$ cat src/hw/debugClassPkg.sv
package debugClassPkg;

	// setup packet as it arrives, top byte first
	typedef struct packed {
		logic [7:0]  requestType;
		logic [7:0]  requestCode;
		logic [15:0] wValue;
		logic [15:0] wIndex;
		logic [15:0] wLength;
	} setupPacketT;

	typedef struct packed {
		logic isGlobal;
		logic isLocal;
		logic isSpecific;
	} scopeT;

	// split of wIndex
	typedef struct packed {
		logic [7:0] debugUnitId;
		logic [7:0] interfaceId;
	} targetIdT;

	typedef enum logic [3:0] {
		reqNone,
		reqSetSingle,
		reqSetAddress,
		reqSetOpMode,
		reqSetBuffer,
		reqSetReset,
		reqGetAddress,
		reqGetOpMode,
		reqGetInfo
	} requestKindT;

	typedef struct packed {
		requestKindT kind;
		scopeT       scope;
		targetIdT    target;
		logic        accept; // code and scope both legal
	} decodedReqT;

	typedef enum logic [1:0] {sIdle, sDecode, sExecute, sCollect} ctrlStateT;

	localparam logic [7:0] SET_REQUEST_TYPE = 8'h21; // host to interface, class
	localparam logic [7:0] GET_REQUEST_TYPE = 8'hA1;

	localparam logic [7:0] CODE_SET_SINGLE  = 8'h02;
	localparam logic [7:0] CODE_SET_ADDRESS = 8'h03;
	localparam logic [7:0] CODE_SET_OPMODE  = 8'h05;
	localparam logic [7:0] CODE_SET_BUFFER  = 8'h09;
	localparam logic [7:0] CODE_SET_RESET   = 8'h0A;
	localparam logic [7:0] CODE_GET_ADDRESS = 8'h83;
	localparam logic [7:0] CODE_GET_OPMODE  = 8'h85;
	localparam logic [7:0] CODE_GET_INFO    = 8'h87;

	localparam logic [7:0] WVALUE_GLOBAL = 8'h00;
	localparam logic [7:0] WVALUE_LOCAL  = 8'h02;

	// single, set addr, get addr, set opmode, get opmode, set buffer, set reset
	localparam logic [31:0] CAPABILITY_WORD = 32'h0000_2999;

	localparam int SINGLE_WORDS = 4;

endpackage

$ cat src/hw/debugClassControl.sv
`timescale 1ns/1ps

module debugClassControl (
	input  logic                      clk,
	input  logic                      rst,
	input  logic                      enable,
	input  debugClassPkg::setupPacketT setupPacket,
	input  logic [31:0]               paramWord32,
	input  logic [63:0]               paramWord64,
	input  logic [31:0]               opModeIn,
	output logic                      busy,
	output debugClassPkg::scopeT       scope,
	output debugClassPkg::targetIdT    target,
	output logic [63:0]               address,
	output logic [63:0]               singleData,
	output logic [63:0]               bufferCommand,
	output logic [31:0]               opModeOut,
	output logic                      endpointReset,
	output logic [31:0]               readData32,
	output logic [63:0]               readData64
);
	import debugClassPkg::*;

	decodedReqT  request;
	logic        capture;
	logic        doExecute;
	logic        collectStrobe;
	logic [1:0]  collectIndex;
	logic        singleDone;
	logic [63:0] collectedAddress;
	logic [63:0] collectedData;

	setupDecoder decoderInst (
		.clk(clk), .rst(rst), .enable(enable),
		.capture(capture),
		.setupPacket(setupPacket),
		.request(request)
	);

	requestControl controlInst (
		.clk(clk), .rst(rst), .enable(enable),
		.request(request),
		.capture(capture),
		.doExecute(doExecute),
		.collectStrobe(collectStrobe),
		.collectIndex(collectIndex),
		.busy(busy)
	);

	wordCollector collectorInst (
		.clk(clk), .rst(rst), .enable(enable),
		.collectStrobe(collectStrobe),
		.collectIndex(collectIndex),
		.paramWord32(paramWord32),
		.singleDone(singleDone),
		.collectedAddress(collectedAddress),
		.collectedData(collectedData)
	);

	deviceRegisters registersInst (
		.clk(clk), .rst(rst), .enable(enable),
		.request(request),
		.doExecute(doExecute),
		.singleDone(singleDone),
		.collectedAddress(collectedAddress),
		.collectedData(collectedData),
		.paramWord32(paramWord32),
		.paramWord64(paramWord64),
		.opModeIn(opModeIn),
		.scope(scope),
		.target(target),
		.address(address),
		.singleData(singleData),
		.bufferCommand(bufferCommand),
		.opModeOut(opModeOut),
		.endpointReset(endpointReset),
		.readData32(readData32),
		.readData64(readData64)
	);

endmodule

$ cat src/hw/deviceRegisters.sv
`timescale 1ns/1ps

module deviceRegisters (
	input  logic                     clk,
	input  logic                     rst,
	input  logic                     enable,
	input  debugClassPkg::decodedReqT request,
	input  logic                     doExecute,
	input  logic                     singleDone,
	input  logic [63:0]              collectedAddress,
	input  logic [63:0]              collectedData,
	input  logic [31:0]              paramWord32,
	input  logic [63:0]              paramWord64,
	input  logic [31:0]              opModeIn,
	output debugClassPkg::scopeT     scope,
	output debugClassPkg::targetIdT  target,
	output logic [63:0]              address,
	output logic [63:0]              singleData,
	output logic [63:0]              bufferCommand,
	output logic [31:0]              opModeOut,
	output logic                     endpointReset,
	output logic [31:0]              readData32,
	output logic [63:0]              readData64
);
	import debugClassPkg::*;

	always_ff @(posedge clk)
	begin
		if (rst)
		begin
			scope         <= '0;
			endpointReset <= 1'b0;
		end
		else if (enable)
		begin
			endpointReset <= doExecute && (request.kind == reqSetReset); // one cycle
			if (doExecute)
				scope <= request.scope;
		end
	end

	always_ff @(posedge clk)
	begin
		if (enable && doExecute)
		begin
			target <= request.target; // held until the next accepted request
			case (request.kind)
				reqSetAddress: address       <= paramWord64;
				reqSetOpMode:  opModeOut     <= paramWord32;
				reqSetBuffer:  bufferCommand <= paramWord64;
				reqGetAddress: readData64    <= address;
				reqGetOpMode:  readData32    <= opModeIn;
				reqGetInfo:    readData32    <= CAPABILITY_WORD;
				default:       ;
			endcase
		end

		// end of a single write, both words land together
		if (enable && singleDone)
		begin
			address    <= collectedAddress;
			singleData <= collectedData;
		end
	end

endmodule

$ cat src/hw/requestControl.sv
`timescale 1ns/1ps

module requestControl (
	input  logic                     clk,
	input  logic                     rst,
	input  logic                     enable,
	input  debugClassPkg::decodedReqT request,
	output logic                     capture,
	output logic                     doExecute,
	output logic                     collectStrobe,
	output logic [1:0]               collectIndex,
	output logic                     busy
);
	import debugClassPkg::*;

	ctrlStateT  state;
	ctrlStateT  nextState;
	logic [1:0] wordCount;
	logic       lastWord;

	assign lastWord = wordCount == 2'(SINGLE_WORDS - 1);

	always_ff @(posedge clk)
	begin
		if (rst)
		begin
			state     <= sIdle;
			wordCount <= '0;
		end
		else if (enable)
		begin
			state <= nextState;
			if (state == sCollect)
				wordCount <= wordCount + 2'd1;
			else
				wordCount <= '0;
		end
	end

	always_comb
	begin
		nextState = state;
		case (state)
			sIdle:
			begin
				nextState = sDecode; // packet captured on this edge
			end
			sDecode:
			begin
				if (request.accept)
					nextState = sExecute;
				else
					nextState = sIdle;
			end
			sExecute:
			begin
				// only the single write needs parameter words afterwards
				if (request.kind == reqSetSingle)
					nextState = sCollect;
				else
					nextState = sIdle;
			end
			sCollect:
			begin
				if (lastWord)
					nextState = sIdle;
			end
			default:
			begin
				nextState = sIdle;
			end
		endcase
	end

	assign capture       = state == sIdle;
	assign doExecute     = state == sExecute;
	assign collectStrobe = state == sCollect;
	assign collectIndex  = wordCount;

	// decode cycle stays quiet so rejects never show busy
	assign busy = doExecute || collectStrobe;

endmodule

$ cat src/hw/setupDecoder.sv
`timescale 1ns/1ps

module setupDecoder (
	input  logic                      clk,
	input  logic                      rst,
	input  logic                      enable,
	input  logic                      capture,
	input  debugClassPkg::setupPacketT setupPacket,
	output debugClassPkg::decodedReqT  request
);
	import debugClassPkg::*;

	setupPacketT packet;
	requestKindT kind;
	scopeT       scope;
	targetIdT    target;
	logic        typeOk;

	always_ff @(posedge clk)
	begin
		if (rst)
			packet <= '0;
		else if (enable && capture)
			packet <= setupPacket;
	end

	assign target.debugUnitId = packet.wIndex[15:8];
	assign target.interfaceId = packet.wIndex[7:0];

	// code bit 7 gives the transfer direction
	assign typeOk = packet.requestCode[7] ? (packet.requestType == GET_REQUEST_TYPE)
		: (packet.requestType == SET_REQUEST_TYPE);

	always_comb
	begin
		case (packet.requestCode)
			CODE_SET_SINGLE:  kind = reqSetSingle;
			CODE_SET_ADDRESS: kind = reqSetAddress;
			CODE_SET_OPMODE:  kind = reqSetOpMode;
			CODE_SET_BUFFER:  kind = reqSetBuffer;
			CODE_SET_RESET:   kind = reqSetReset;
			CODE_GET_ADDRESS: kind = reqGetAddress;
			CODE_GET_OPMODE:  kind = reqGetOpMode;
			CODE_GET_INFO:    kind = reqGetInfo;
			default:          kind = reqNone;
		endcase
		if (!typeOk)
			kind = reqNone; // wrong direction for this code
	end

	always_comb
	begin
		scope = '0;
		if (target.debugUnitId == 8'h00)
		begin
			scope.isGlobal = packet.wValue[7:0] == WVALUE_GLOBAL;
			scope.isLocal  = packet.wValue[7:0] == WVALUE_LOCAL;
		end
		else
			scope.isSpecific = packet.wValue[7:0] == 8'h00; // unit only takes class 0
	end

	assign request.kind   = kind;
	assign request.scope  = scope;
	assign request.target = target;
	assign request.accept = (kind != reqNone) && (|scope);

endmodule

$ cat src/hw/wordCollector.sv
`timescale 1ns/1ps

module wordCollector (
	input  logic        clk,
	input  logic        rst,
	input  logic        enable,
	input  logic        collectStrobe,
	input  logic [1:0]  collectIndex,
	input  logic [31:0] paramWord32,
	output logic        singleDone,
	output logic [63:0] collectedAddress,
	output logic [63:0] collectedData
);

	logic [31:0] addressHigh;
	logic [31:0] addressLow;
	logic [31:0] dataHigh;

	// word order is address high, address low, data high, data low
	always_ff @(posedge clk)
	begin
		if (rst)
		begin
			addressHigh <= '0;
			addressLow  <= '0;
			dataHigh    <= '0;
		end
		else if (enable && collectStrobe)
		begin
			case (collectIndex)
				2'd0:    addressHigh <= paramWord32;
				2'd1:    addressLow  <= paramWord32;
				2'd2:    dataHigh    <= paramWord32;
				default: ;
			endcase
		end
	end

	assign singleDone = collectStrobe && (collectIndex == 2'd3);

	assign collectedAddress = {addressHigh, addressLow};

	// data low goes straight from the bus into singleData on the last strobe
	assign collectedData = {dataHigh, paramWord32};

endmodule

$ cat config.mk
export PLATFORM = sky130hd
export DESIGN_NAME = debugClassControl
export DESIGN_NICKNAME = d
export VERILOG_FILES = /design/src/hw/debugClassPkg.sv /design/src/hw/debugClassControl.sv /design/src/hw/deviceRegisters.sv /design/src/hw/requestControl.sv /design/src/hw/setupDecoder.sv /design/src/hw/wordCollector.sv
export SDC_FILE = /design/constraint.sdc
export NUM_CORES = 1
export LEC_CHECK = 0
export BUFFER_PORTS_ARGS = -buffer_cell sky130_fd_sc_hd__buf_2
export CORE_ASPECT_RATIO = 0.5
export CORE_MARGIN = 3
export CORE_UTILIZATION = 50
export DETAILED_ROUTE_END_ITERATION = 8
export PLACE_DENSITY_LB_ADDON = 0.15
export SLEW_MARGIN = 15
export SYNTH_ARGS = -nofsm -noshare
export SYNTH_HDL_FRONTEND = slang
export SYNTH_SLANG_ARGS = --single-unit
$ cat constraint.sdc
create_clock -name clk -period 8.54 [get_ports clk]
set_input_delay 0.854 -clock clk [delete_from_list [all_inputs] [get_ports clk]]
set_output_delay 0.854 -clock clk [all_outputs]
set_load 0.005 [all_outputs]
## After elaboration in Yosys (flattened, before gate mapping)

Cells that the tools add are included.

| storage, ports and cells | value |
|---|---|
| logic and storage cells | 89 |
| register bits after elaboration | 480 |
| memory bits (writable) | 0 |
| memory bits (read-only) | 0 |
| bits in latches | 0 |
| memories kept | 0 |

| cells by class | value |
|---|---|
| shift operators | 0 |
| equal/unequal tests | 26 |
| bitwise logic cells | 0 |
| multiplexer cells | 14 |
| magnitude comparators | 0 |
| multiply operators | 0 |
| reduce and logical (&&, ||, !) cells | 27 |
| $add $sub $neg | 1 |
| divide/modulo/power cells | 0 |

Operators by type and width:

| cell | count |
|---|---|
| two-way mux 64 bit | 3 |
| case mux 32 bit (2 select lines) | 1 |
| equality test 8 bit, second input constant | 4 |
| case mux 4 bit (8 select lines) | 1 |
| equality test 8 x 2 -> 1 bit, second input constant | 3 |
| AND reduction 2 bit | 10 |
| equality test 4 x 3 -> 1 bit, second input constant | 4 |
| equality test 8 x 4 -> 1 bit, second input constant | 2 |
| zero test 8 bit | 2 |
| two-way mux 2 bit | 5 |
| equality test 2 bit, second input constant | 4 |
| equality test 4 x 2 -> 1 bit, second input constant | 2 |
| equality test 8 x 3 -> 1 bit, second input constant | 1 |
| equality test 8 x 6 -> 1 bit, second input constant | 1 |
| case mux 2 bit (4 select lines) | 1 |
| logical AND 1 bit | 7 |
| nonzero test 2 bit | 3 |
| equality test 2 x 1 -> 1 bit, second input constant | 2 |
| equality test 4 x 1 -> 1 bit, second input constant | 1 |
| equality test 4 bit, second input constant | 1 |
| zero test 2 bit | 2 |
| two-way mux 4 bit | 1 |
| nonzero test 4 bit | 1 |
| OR reduction 3 bit | 1 |
| other kinds (4) | 5 |

## Depth between registers and ports, before layout

Gate-level depths: netlist of run 1.

| logic depth | value |
|---|---|
| word-level depth | 7 |
| gate-level depth with buffers | 7 |

## By module

From an unflattened synthesis of run 1, not the netlist that was laid out.

| second synthesis, totals | value |
|---|---|
| cells, all modules | 1113 |
| area total of the unflattened synthesis | 17491.8 um^2 |

By module, submodules not included:

| module | cells an instance | times used | area each (um^2) |
|---|---|---|---|
| deviceRegisters | 474 | 1 | 11399.7 |
| wordCollector | 382 | 1 | 4129.0 |
| setupDecoder | 231 | 1 | 1735.4 |
| requestControl | 26 | 1 | 227.7 |

## Least setup slack after synthesis of run 1

No wires, ideal clock.

| timing | value |
|---|---|
| path type | input to register |
| from | input port enable |
| to | register registersInst.address[0], enable pin |
| setup time | 581 ps |
| buffers on the path | 0 |
| slack | 1580 ps |
| arrival | 6379 ps |
| stages on the path | 4 |
| path through | nand3b_1 -> inv_1 -> nand2_2 -> o31ai_1 |

| on the way | value |
|---|---|
| cells in the longest elaborated chain, start to end | 3 |
| elaborated cells between the ends (all ways) | 5 |
| those cells by class | 5 x reduce/logical |

RTL lines:

| item | line | text |
|---|---|---|
| start, declared | debugClassControl.sv:6 | `input logic enable,` |
| logical AND 1 bit (on tied branches) | deviceRegisters.sv:59, deviceRegisters.sv:44 |  |
| nonzero test 2 bit (no source line) | -- |  |
| AND reduction 2 bit (no source line) (*) | -- |  |
| end signal, assigned | deviceRegisters.sv:48 | `reqSetAddress: address <= paramWord64;` |
| end signal, assigned | deviceRegisters.sv:61 | `address <= collectedAddress;` |
| end, declared | deviceRegisters.sv:17 | `output logic [63:0] address,` |

Every way passes the cells marked *; elsewhere a longest branch is shown, timed or not.
A chain may end at the register's enable or synchronous reset.

## Worst setup path in the final report of run 1

| timing | value |
|---|---|
| from | register controlInst.state[1] |
| to | register registersInst.address[14], enable pin |

| on the way | value |
|---|---|
| cells in the longest elaborated chain, start to end | 5 |
| elaborated cells between the ends (all ways) | 8 |
| those cells by class | 2 x eq/ne; 6 x reduce/logical |

RTL lines:

| item | line | text |
|---|---|---|
| start, declared | requestControl.sv:16 | `ctrlStateT state;` |
| start signal, assigned | requestControl.sv:27 | `state <= sIdle;` |
| start signal, assigned | requestControl.sv:32 | `state <= nextState;` |
| equality test 2 bit | requestControl.sv:77 | `assign collectStrobe = state == sCollect;` |
| logical AND 1 bit | wordCollector.sv:39 | `assign singleDone = collectStrobe && (collectIndex == 2'd3);` |
| logical AND 1 bit | deviceRegisters.sv:59 | `if (enable && singleDone)` |
| nonzero test 2 bit (no source line) | -- |  |
| AND reduction 2 bit (no source line) (*) | -- |  |

Marks and branches as above.

==> results of run 1 <==
layer usage:
metal  vias to the layer above  wire, um  GRT usage [%]
li1                       5029         -              -
met1                      5391     17500           30.4
met2                       421     22400           41.8
met3                        74      3050           5.96
met4                         2      1210           7.59
met5                         -        13              0
cells by family after synthesis:
group	share of synthesized area [%]
adders and majority gates	0.304
xor gates and xnor gates	0.107
buffers and inverters	1.80
and+or+nand+nor	9.53
DFF	78.9
muxes	4.44
AOI/OAI and AO/OA	4.94
sequential cells by signal, summed over array words and instances, names as in the netlist:
name                         count
collectorInst.addressHigh       32
collectorInst.addressLow        32
collectorInst.dataHigh          32
controlInst.collectIndex         2
controlInst.state                2
decoderInst.packet              24
decoderInst.target              16
registersInst.address           64
registersInst.bufferCommand     64
registersInst.endpointReset      1
registersInst.opModeOut         32
registersInst.readData32        32
registersInst.readData64        64
registersInst.scope              3
registersInst.singleData        64
registersInst.target            16
stage by stage:
step / std cells / hold WS (ns) / setup slack [ns]
after floorplan: 1133 / 0.408 / 1.58
after global placement: 2029 / 0.412 / 5.29
after detailed placement: 2029 / 0.415 / 5.20
after CTS: 2107 / 0.431 / 5.71
after global routing: 2108 / 0.435 / 5.51
final: 2108 / 0.430 / 5.70
placed cells by master (no fill, tap or decap), types with 3 or more instances in the layout:
cell type and count:
buf_2 510, edfxtp_1 336, nand2_1 278, dfxtp_1 144, a21oi_1 141, mux2_2 64, clkbuf_16 45, nor2b_1 25
buf_4 15, clkbuf_1 10, inv_1 8, clkinv_2 7, or2_2 7, clkbuf_8 6, o21ai_0 5, nor2_1 5
or4_1 4, nand2_2 4, nand3_1 4, ha_1 4, clkinv_1 4, bufinv_16 4, nand2b_1 3, nor3_2 3
and2_2 3
how the worst min path moves through the flow:
| stage | depth (start not counted) | slack, ns | end | startpoint |
|---|---|---|---|---|
| 4_1_cts | 0 | 0.43 | registersInst.singleData[48] | collectorInst.dataHigh[16] |
| 6_report | 0 | 0.43 | registersInst.target[1] | decoderInst.target[1] |
| 2_1_floorplan | 0 | 0.41 | registersInst.singleData[32] | collectorInst.dataHigh[0] |
| 3_5_place_dp | 0 | 0.41 | registersInst.singleData[43] | collectorInst.dataHigh[11] |
| 5_1_grt | 0 | 0.44 | registersInst.target[1] | decoderInst.target[1] |
| 3_3_place_gp | 0 | 0.41 | registersInst.singleData[32] | collectorInst.dataHigh[0] |
power by group:
part           switching (W)  internal (W)  total (W)  leakage (nW)
sequential         0.0000104       0.00249    0.00250          4.27
combinational      0.0000746     0.0000597   0.000134          3.11
clock               0.000830       0.00114    0.00197         0.706
cell type report:
cell class	count	share of cell area, %
clock buffer	61	5.97
tap	432	2.59
clock inverter	17	0.923
inverter	9	0.168
multi-input combinational	583	15.5
sequential	480	62.1
timing repair buffer	525	12.8
antenna	1	0.0120
critical path, delay by kind of cell, from the launching register on:
family,cells,cell delay (ns)
buf+inv,2,1.15
compound gates,1,0.30
simple gates,2,0.49
flops,1,0.46
==> metrics, run 1 <==
status complete, no violations; Critical Path End registersInst.address[14]; area post-placement 19400 um^2; Placer Congestion 0.818; RSZ-0062 raised after global routing no; initial antenna violation count 2; HP Class reg -> reg; crit-path max FO 36; count leader, synth edfxtp_1; cts hold-fix bufs 0; Initial DRC Count 801; drt pass-1 iters 5; routed vias 10917; area grow syn2layout 27.0%; capturing point of the worst reg2reg path registersInst.address[14]; Max Freq 0.353 GHz; Die H 134 um; Nets 1840; maxcap violations 0; Total Power 0.00460 W; register area 13000 um^2; Initial Util 51.3%; Tcrit/Tclk final 33.2%; Slew Limit Fails 0; Seq/Total Area, Yosys 78.9%; share of cells above drive strength 1 40.6%; Post-DP HPWL 30600 um; Worst path slowest cell inv_1; Clock Path Buffers 3; CP endpoint kind register; Max Clock Skew 0.0254 ns; Worst-Skew Late Latency 0.54 ns; share of the synthesized area in the top cell type 61.3%; Clock Pin Slew Worst Setup and Hold Paths 0.07 ns; library cells used by synthesis 47; total global-route track usage 24.2%; Root Buffer clkbuf_16; vias in the first global route 11298; slew at the pin with the worst max-slew slack 0.889 ns; Post-DRT Antenna Nets 0; total grt overflow 0; r2r setup slk 5.70 ns; Critical Path AT 2.99 ns; standard-cell rows 46; yosys warns 0; I/O pins 536; TritonCTS clock tree built; via/cell ratio 5.18; Post-Syn Instances 1133; leakage power 8.09 nW; Setup Buffers After CTS 0; CP Cell Sequence nand3b_1 -> inv_1 -> nand2_2 -> o31ai_4 -> buf_4; predominant post-synthesis flop cell edfxtp_1; P per Cell Area 220 nW/um^2; Syn Area/Cell 14.5 um^2; core footprint 32100 um^2; Area contributors post-synth edfxtp_1, dfxtp_1, nand2_1; reg-to-reg startpoint controlInst.state[1]; per-cell routed wire length 20.9 um; FF-to-FF path depth 5; startpoint types register; setup TNS 0 ns; Die W 262 um; CTS Sinks 480; Post-Layout Inst Area 20900 um^2; Residual DRC 0; clock buffer count from CTS 42; Post-synth ARST share 0%; Fin. Hold Viols 0; CP max stage delay 0.66 ns; Fillers 2460; port bufs 511; CP startpoint controlInst.state[1]; #FFs+latches synth 480; Final setup viols 0; Max-Slew Margin vs Limit 40.7%; mapped cell area 16400 um^2; DIE AREA 35200 um^2; fin util 65.1%; pin count of the biggest net entering global routing 78; global-route wire length before repair 66000 um; Synth Net Count 1332; post_cts resized 0; Routed WL 44100 um; Post-synth top cells edfxtp_1, nand2_1, dfxtp_1; EDFF count, synth 336; Critical Path RT 8.70 ns; H-tree depth 2; Tmin final 2.84 ns; footprint of the multi-input gates 3230 um^2; largest area contributor in the netlist edfxtp_1; Max VDD drop 0.185 mV; critical setup path kind reg -> reg
Note: power is estimated with default switching activity, not from simulation.
==> run 2, diff against run 1 <==
ABC_AREA = 1   (was unset)
CORE_UTILIZATION = 45   (was 50)
clock period = 2.51 ns   (was 8.54 ns; I/O delays follow)
==> metrics, run 2 <==
slew at the pin with the worst max-slew slack 0.699 ns; predominant post-synthesis flop cell edfxtp_1; library cells used by synthesis 27; Worst path slowest cell buf_12; core footprint 35300 um^2; setup TNS 0 ns; Die W 277 um; critical setup path kind reg -> reg; commonest non-fill, non-tap cell in the layout buf_2; Area contributors post-synth edfxtp_1, dfxtp_1, nor2_1; share of cells above drive strength 1 31.0%; max layer used met5; pin count of the biggest net entering global routing 69; status complete, no violations; total global-route track usage 22.6%; standard-cell rows 48; Tmin final 2.27 ns; Fillers 2821; Initial Util 46.7%; CP Cell Sequence nor2_1 -> nand3_1 -> nor3_4 -> nand4_1 -> o31ai_4 -> buf_12; mapped cell area 16500 um^2; DIE AREA 39100 um^2; RSZ-0062 raised after global routing no; per-cell routed wire length 18.5 um; largest area contributor in the netlist edfxtp_1; CP top delay family simple AND/OR/NAND/NOR gates; Routed WL 45700 um; Bufs and invs on worst path 1; routed vias 11922; Slew Limit Fails 0; drt pass-1 iters 5; Non-Filler Instances 2477; CP max stage delay 0.36 ns; I/O pins 536; Root Buffer clkbuf_16; share of the synthesized area in the top cell type 61.2%; placed insts 2269; P per Cell Area 707 nW/um^2; pre-CTS setup slack 0.233 ns; Placer Congestion 0.808; Post-synth ARST share 0%; TritonCTS clock tree built; clock buffer count from CTS 42; Nets 2169; initial antenna violation count 2; crit-path max FO 64; Critical Path AT 2.46 ns; Post-Syn Instances 1318; Max Clock Skew 0.0151 ns; CP endpoint kind register; via/cell ratio 4.81; Residual DRC 0; Die H 141 um; Final setup viols 0; yosys warns 0; Clock Path Buffers 3; Syn Area/Cell 12.5 um^2; Detail Route met2 WL 23600 um; H-tree depth 2; Max VDD drop 0.417 mV; area post-placement 19700 um^2; post_cts resized 0; HP Class in -> reg; Fin. Hold Viols 0; startpoint types register; vias in the first global route 11712; met3 routed WL 2670 um; Met1 Routed Length 18100 um; Critical Path RT 2.69 ns; Tcrit/Tclk final 90.6%; Synth Net Count 1517; global-route wire length before repair 68100 um; area grow syn2layout 36.2%; port bufs 511; EDFF count, synth 336; Worst-Skew Late Latency 0.54 ns; total grt overflow 0; leakage power 9.25 nW; ant diodes 0; Seq/Total Area, Yosys 78.7%; Post-DP HPWL 30800 um; Max Freq 0.440 GHz; maxcap violations 0; most frequent cells in the layout buf_2, edfxtp_1, nor2_1, nand2_1, dfxtp_1; Initial DRC Count 739; #FFs+latches synth 480; Post-synth top cells edfxtp_1, nor2_1, nand2_1; count leader, synth edfxtp_1; Clock Pin Slew Worst Setup and Hold Paths 0.06 ns; Max-Slew Margin vs Limit 53.3%; CTS Sinks 480; Post-DRT Antenna Nets 0; Post-Layout Inst Area 22400 um^2; PnR worst setup slack 0.237 ns
-- run 2: timing repair --
action,in CTS,in global routing
buffers inserted,0,0
endpoints found under the hold margin,177,2
hold buffers,130,2
-- run 2: worst reg2reg max path, delay by kind of cell (launching register included) --
family	cells	cell delay (ns)
AND/OR/NAND/NOR	4	0.87
buffers and inverters	1	0.36
AO/OA/AOI/OAI	1	0.33
flip-flops	1	0.31
-- run 2: final cells by class --
class	instances	area (um^2)	share of cell area [%]
timing repair buffer	666	4160	18.6
tap	475	594	2.65
multi-input combinational	730	3130	13.9
clock buffer	57	1170	5.21
sequential	480	13000	57.8
clock inverter	19	223	0.992
inverter	50	191	0.853
-- run 2: kinds of logic (layout without fill, tap and decap cells) --
logic type | Yosys count | in the layout | synth area share, %
xor gates and xnor gates | 1 | 1 | 0.0532
adders and majority gates | 4 | 4 | 0.304
AOI/OAI and AO/OA | 162 | 162 | 4.97
DFF | 480 | 480 | 78.7
and+or+nand+nor | 563 | 563 | 13.3
buffers and inverters | 108 | 792 | 2.66
-- run 2: per-layer routing --
layer	vias to the layer above	GRT usage (%)
li1	5745	-
met2	356	40.5
met4	2	7.02
met5	-	0
met3	92	5.26
met1	5727	27.4
-- run 2: final timing paths --
check	slack (ns)	start	endpoint	cells after the start
worst max-delay path	0.24	decoderInst.packet[58]	registersInst.address[45]	6
worst min-delay path	0.02	opModeIn[10]	registersInst.readData32[10]	3
worst max register to register	0.24	decoderInst.packet[58]	registersInst.address[45]	6
worst min register to register	0.43	decoderInst.target[4]	registersInst.target[4]	0
-- run 2: power by group --
| group | internal (W) | total, W | switching, W |
|---|---|---|---|
| logic | 0.000361 | 0.000746 | 0.000385 |
| registers | 0.00851 | 0.00855 | 0.0000426 |
| clock network | 0.00379 | 0.00657 | 0.00278 |
| total | 0.0127 | 0.0159 | 0.00321 |
-- run 2: metrics by stage --
step | power [W] | hold WS (ns) | util, %
5_1_grt | 0.0164 | 0.00143 | 63.7
4_1_cts | 0.0160 | 0.000149 | 63.6
6_report | 0.0159 | 0.0183 | 63.7
3_3_place_gp | 0.00929 | 0.412 | 56.0
2_1_floorplan | 0.00901 | 0.320 | -
3_5_place_dp | 0.00931 | 0.416 | 56.0
==> run 3, diff against run 2 <==
CELL_PAD_IN_SITES_DETAIL_PLACEMENT = 0   (was unset)
CELL_PAD_IN_SITES_GLOBAL_PLACEMENT = 1   (was unset)
CORE_UTILIZATION = 35   (was 45)
==> metrics, run 3 (synthesized netlist as in run 2, its figures left out) <==
Critical Path AT 2.54 ns; global-route wire length before repair 71500 um; Total Power 0.0166 W; Routed WL 47700 um; post_cts resized 0; RSZ-0062 raised after global routing no; Max-Slew Margin vs Limit 52.5%; share of cells above drive strength 1 31.1%; crit-path max FO 64; commonest non-fill, non-tap cell in the layout buf_2; Placer Congestion 0.755; Residual DRC 0; vias in the first global route 11878; Fin. Hold Viols 0; CTS Sinks 480; area grow syn2layout 40.4%; initial antenna violation count 0; Slew Limit Fails 0; slew at the pin with the worst max-slew slack 0.712 ns; Clock Path Buffers 3; H-tree depth 2; NetSw 0.00347 W; CP Cell Sequence inv_1 -> nor2_1 -> nand2_1 -> a21oi_1 -> nand4_1 -> o31ai_4 -> buf_12; ant diodes 0; port bufs 511; Tcrit/Tclk final 92.4%; Worst-Skew Late Latency 0.57 ns; Clock Pin Slew Worst Setup and Hold Paths 0.06 ns; Max Clock Skew 0.0202 ns; clock buffer count from CTS 45; startpoint types register; WHS 0.00174 ns; Die W 313 um; Non-Filler Instances 2668; most frequent cells in the layout buf_2, edfxtp_1, nor2_1, nand2_1, dlygate4sd3_1; CP endpoint kind register; combinational share of power 4.7%; Nets 2203; routed vias 11739; Fillers 4209; Die H 159 um; critical setup path kind reg -> reg; Max Freq 0.431 GHz; maxcap violations 0; drt pass-1 iters 5; Setup Buffers After CTS 0; Tmin final 2.32 ns; clock share of power 43.8%; Initial Util 35.9%; status complete, no violations; core footprint 45800 um^2; Post-DRT Antenna Nets 0; Max VDD drop 0.382 mV; Root Buffer clkbuf_16; Worst path slowest cell dfxtp_1; Initial DRC Count 699; per-cell routed wire length 17.9 um; placed insts 2418; total grt overflow 0; TritonCTS clock tree built; DIE AREA 49900 um^2; switch share 20.9%; Critical Path RT 2.73 ns; via/cell ratio 4.40; HP Class in -> reg; P per Cell Area 718 nW/um^2; pin count of the biggest net entering global routing 65; leakage power 9.48 nW; CP max stage delay 0.35 ns; Post-DP HPWL 32000 um; cts hold-fix bufs 164; sequential fraction of design power 51.5%; Final setup viols 0; standard-cell rows 55; I/O pins 536; total global-route track usage 18.6%; Internal 0.0131 W
[run 3: changes by cell type in the layout (fill, tap and decap cells not counted), sizes merged, moves of 2 or more]
cell         change
inv              +3
bufinv           +2
buf              -3
clkinvlp         +3
dlygate4sd3     +34
[run 3: worst paths after layout]
path	startpoint	to	depth (start not counted)	slack [ns]
worst max-delay path	decoderInst.packet[50]	registersInst.address[46]	7	0.19
worst min-delay path	setupPacket[57]	decoderInst.packet[57]	3	0.002
worst max register to register	decoderInst.packet[50]	registersInst.address[46]	7	0.19
worst min register to register	collectorInst.dataHigh[9]	registersInst.singleData[41]	0	0.42
[run 3: area by class of cell]
class,instances,area (um^2),share of cell area [%]
Sequential cell,480,13000,56.1
Timing Repair Buffer,697,4470,19.3
Multi-Input combinational cell,730,3130,13.6
Clock buffer,58,1230,5.34
Tap cell,627,785,3.39
Clock inverter,26,335,1.45
Inverter,50,193,0.833
[run 3: per-layer routing]
metal  wire length, um  track usage [%]  vias up  share of wire, %
met5                 0                0        -                 0
met4              1210             5.34        0               2.5
met3              2410             4.08       75               5.1
met2             25400             34.6      272                53
met1             18700             21.5     5585                39
li1                  -                -     5807                 -
[run 3: per-stage QoR]
stage	TNS, ns	instance area [um^2]	utilization (%)	setup WS, ns
after floorplan	-72.75	16500	-	-0.696
after global placement	0	19900	43.4	0.240
after detailed placement	0	19900	43.4	0.226
after CTS	0	23100	50.4	0.216
after global routing	0	23100	50.5	0.0606
final	0	23100	50.5	0.191
[run 3: critical path, delay by kind of cell (launching register included)]
kind                   cells  cell delay [ns]
DFF                        1             0.35
and+or+nand+nor            3             0.53
buffers and inverters      2             0.38
AOI/OAI and AO/OA          2             0.60
[run 3: power groups by stage]
stage	logic [W]	clock network [W]	registers, W
final	0.000778	0.00728	0.00855
after global routing	0.000880	0.00782	0.00855
after CTS	0.000786	0.00747	0.00855
after detailed placement	0.000584	0	0.00872
after global placement	0.000580	0	0.00872
after floorplan	0.000292	0	0.00872
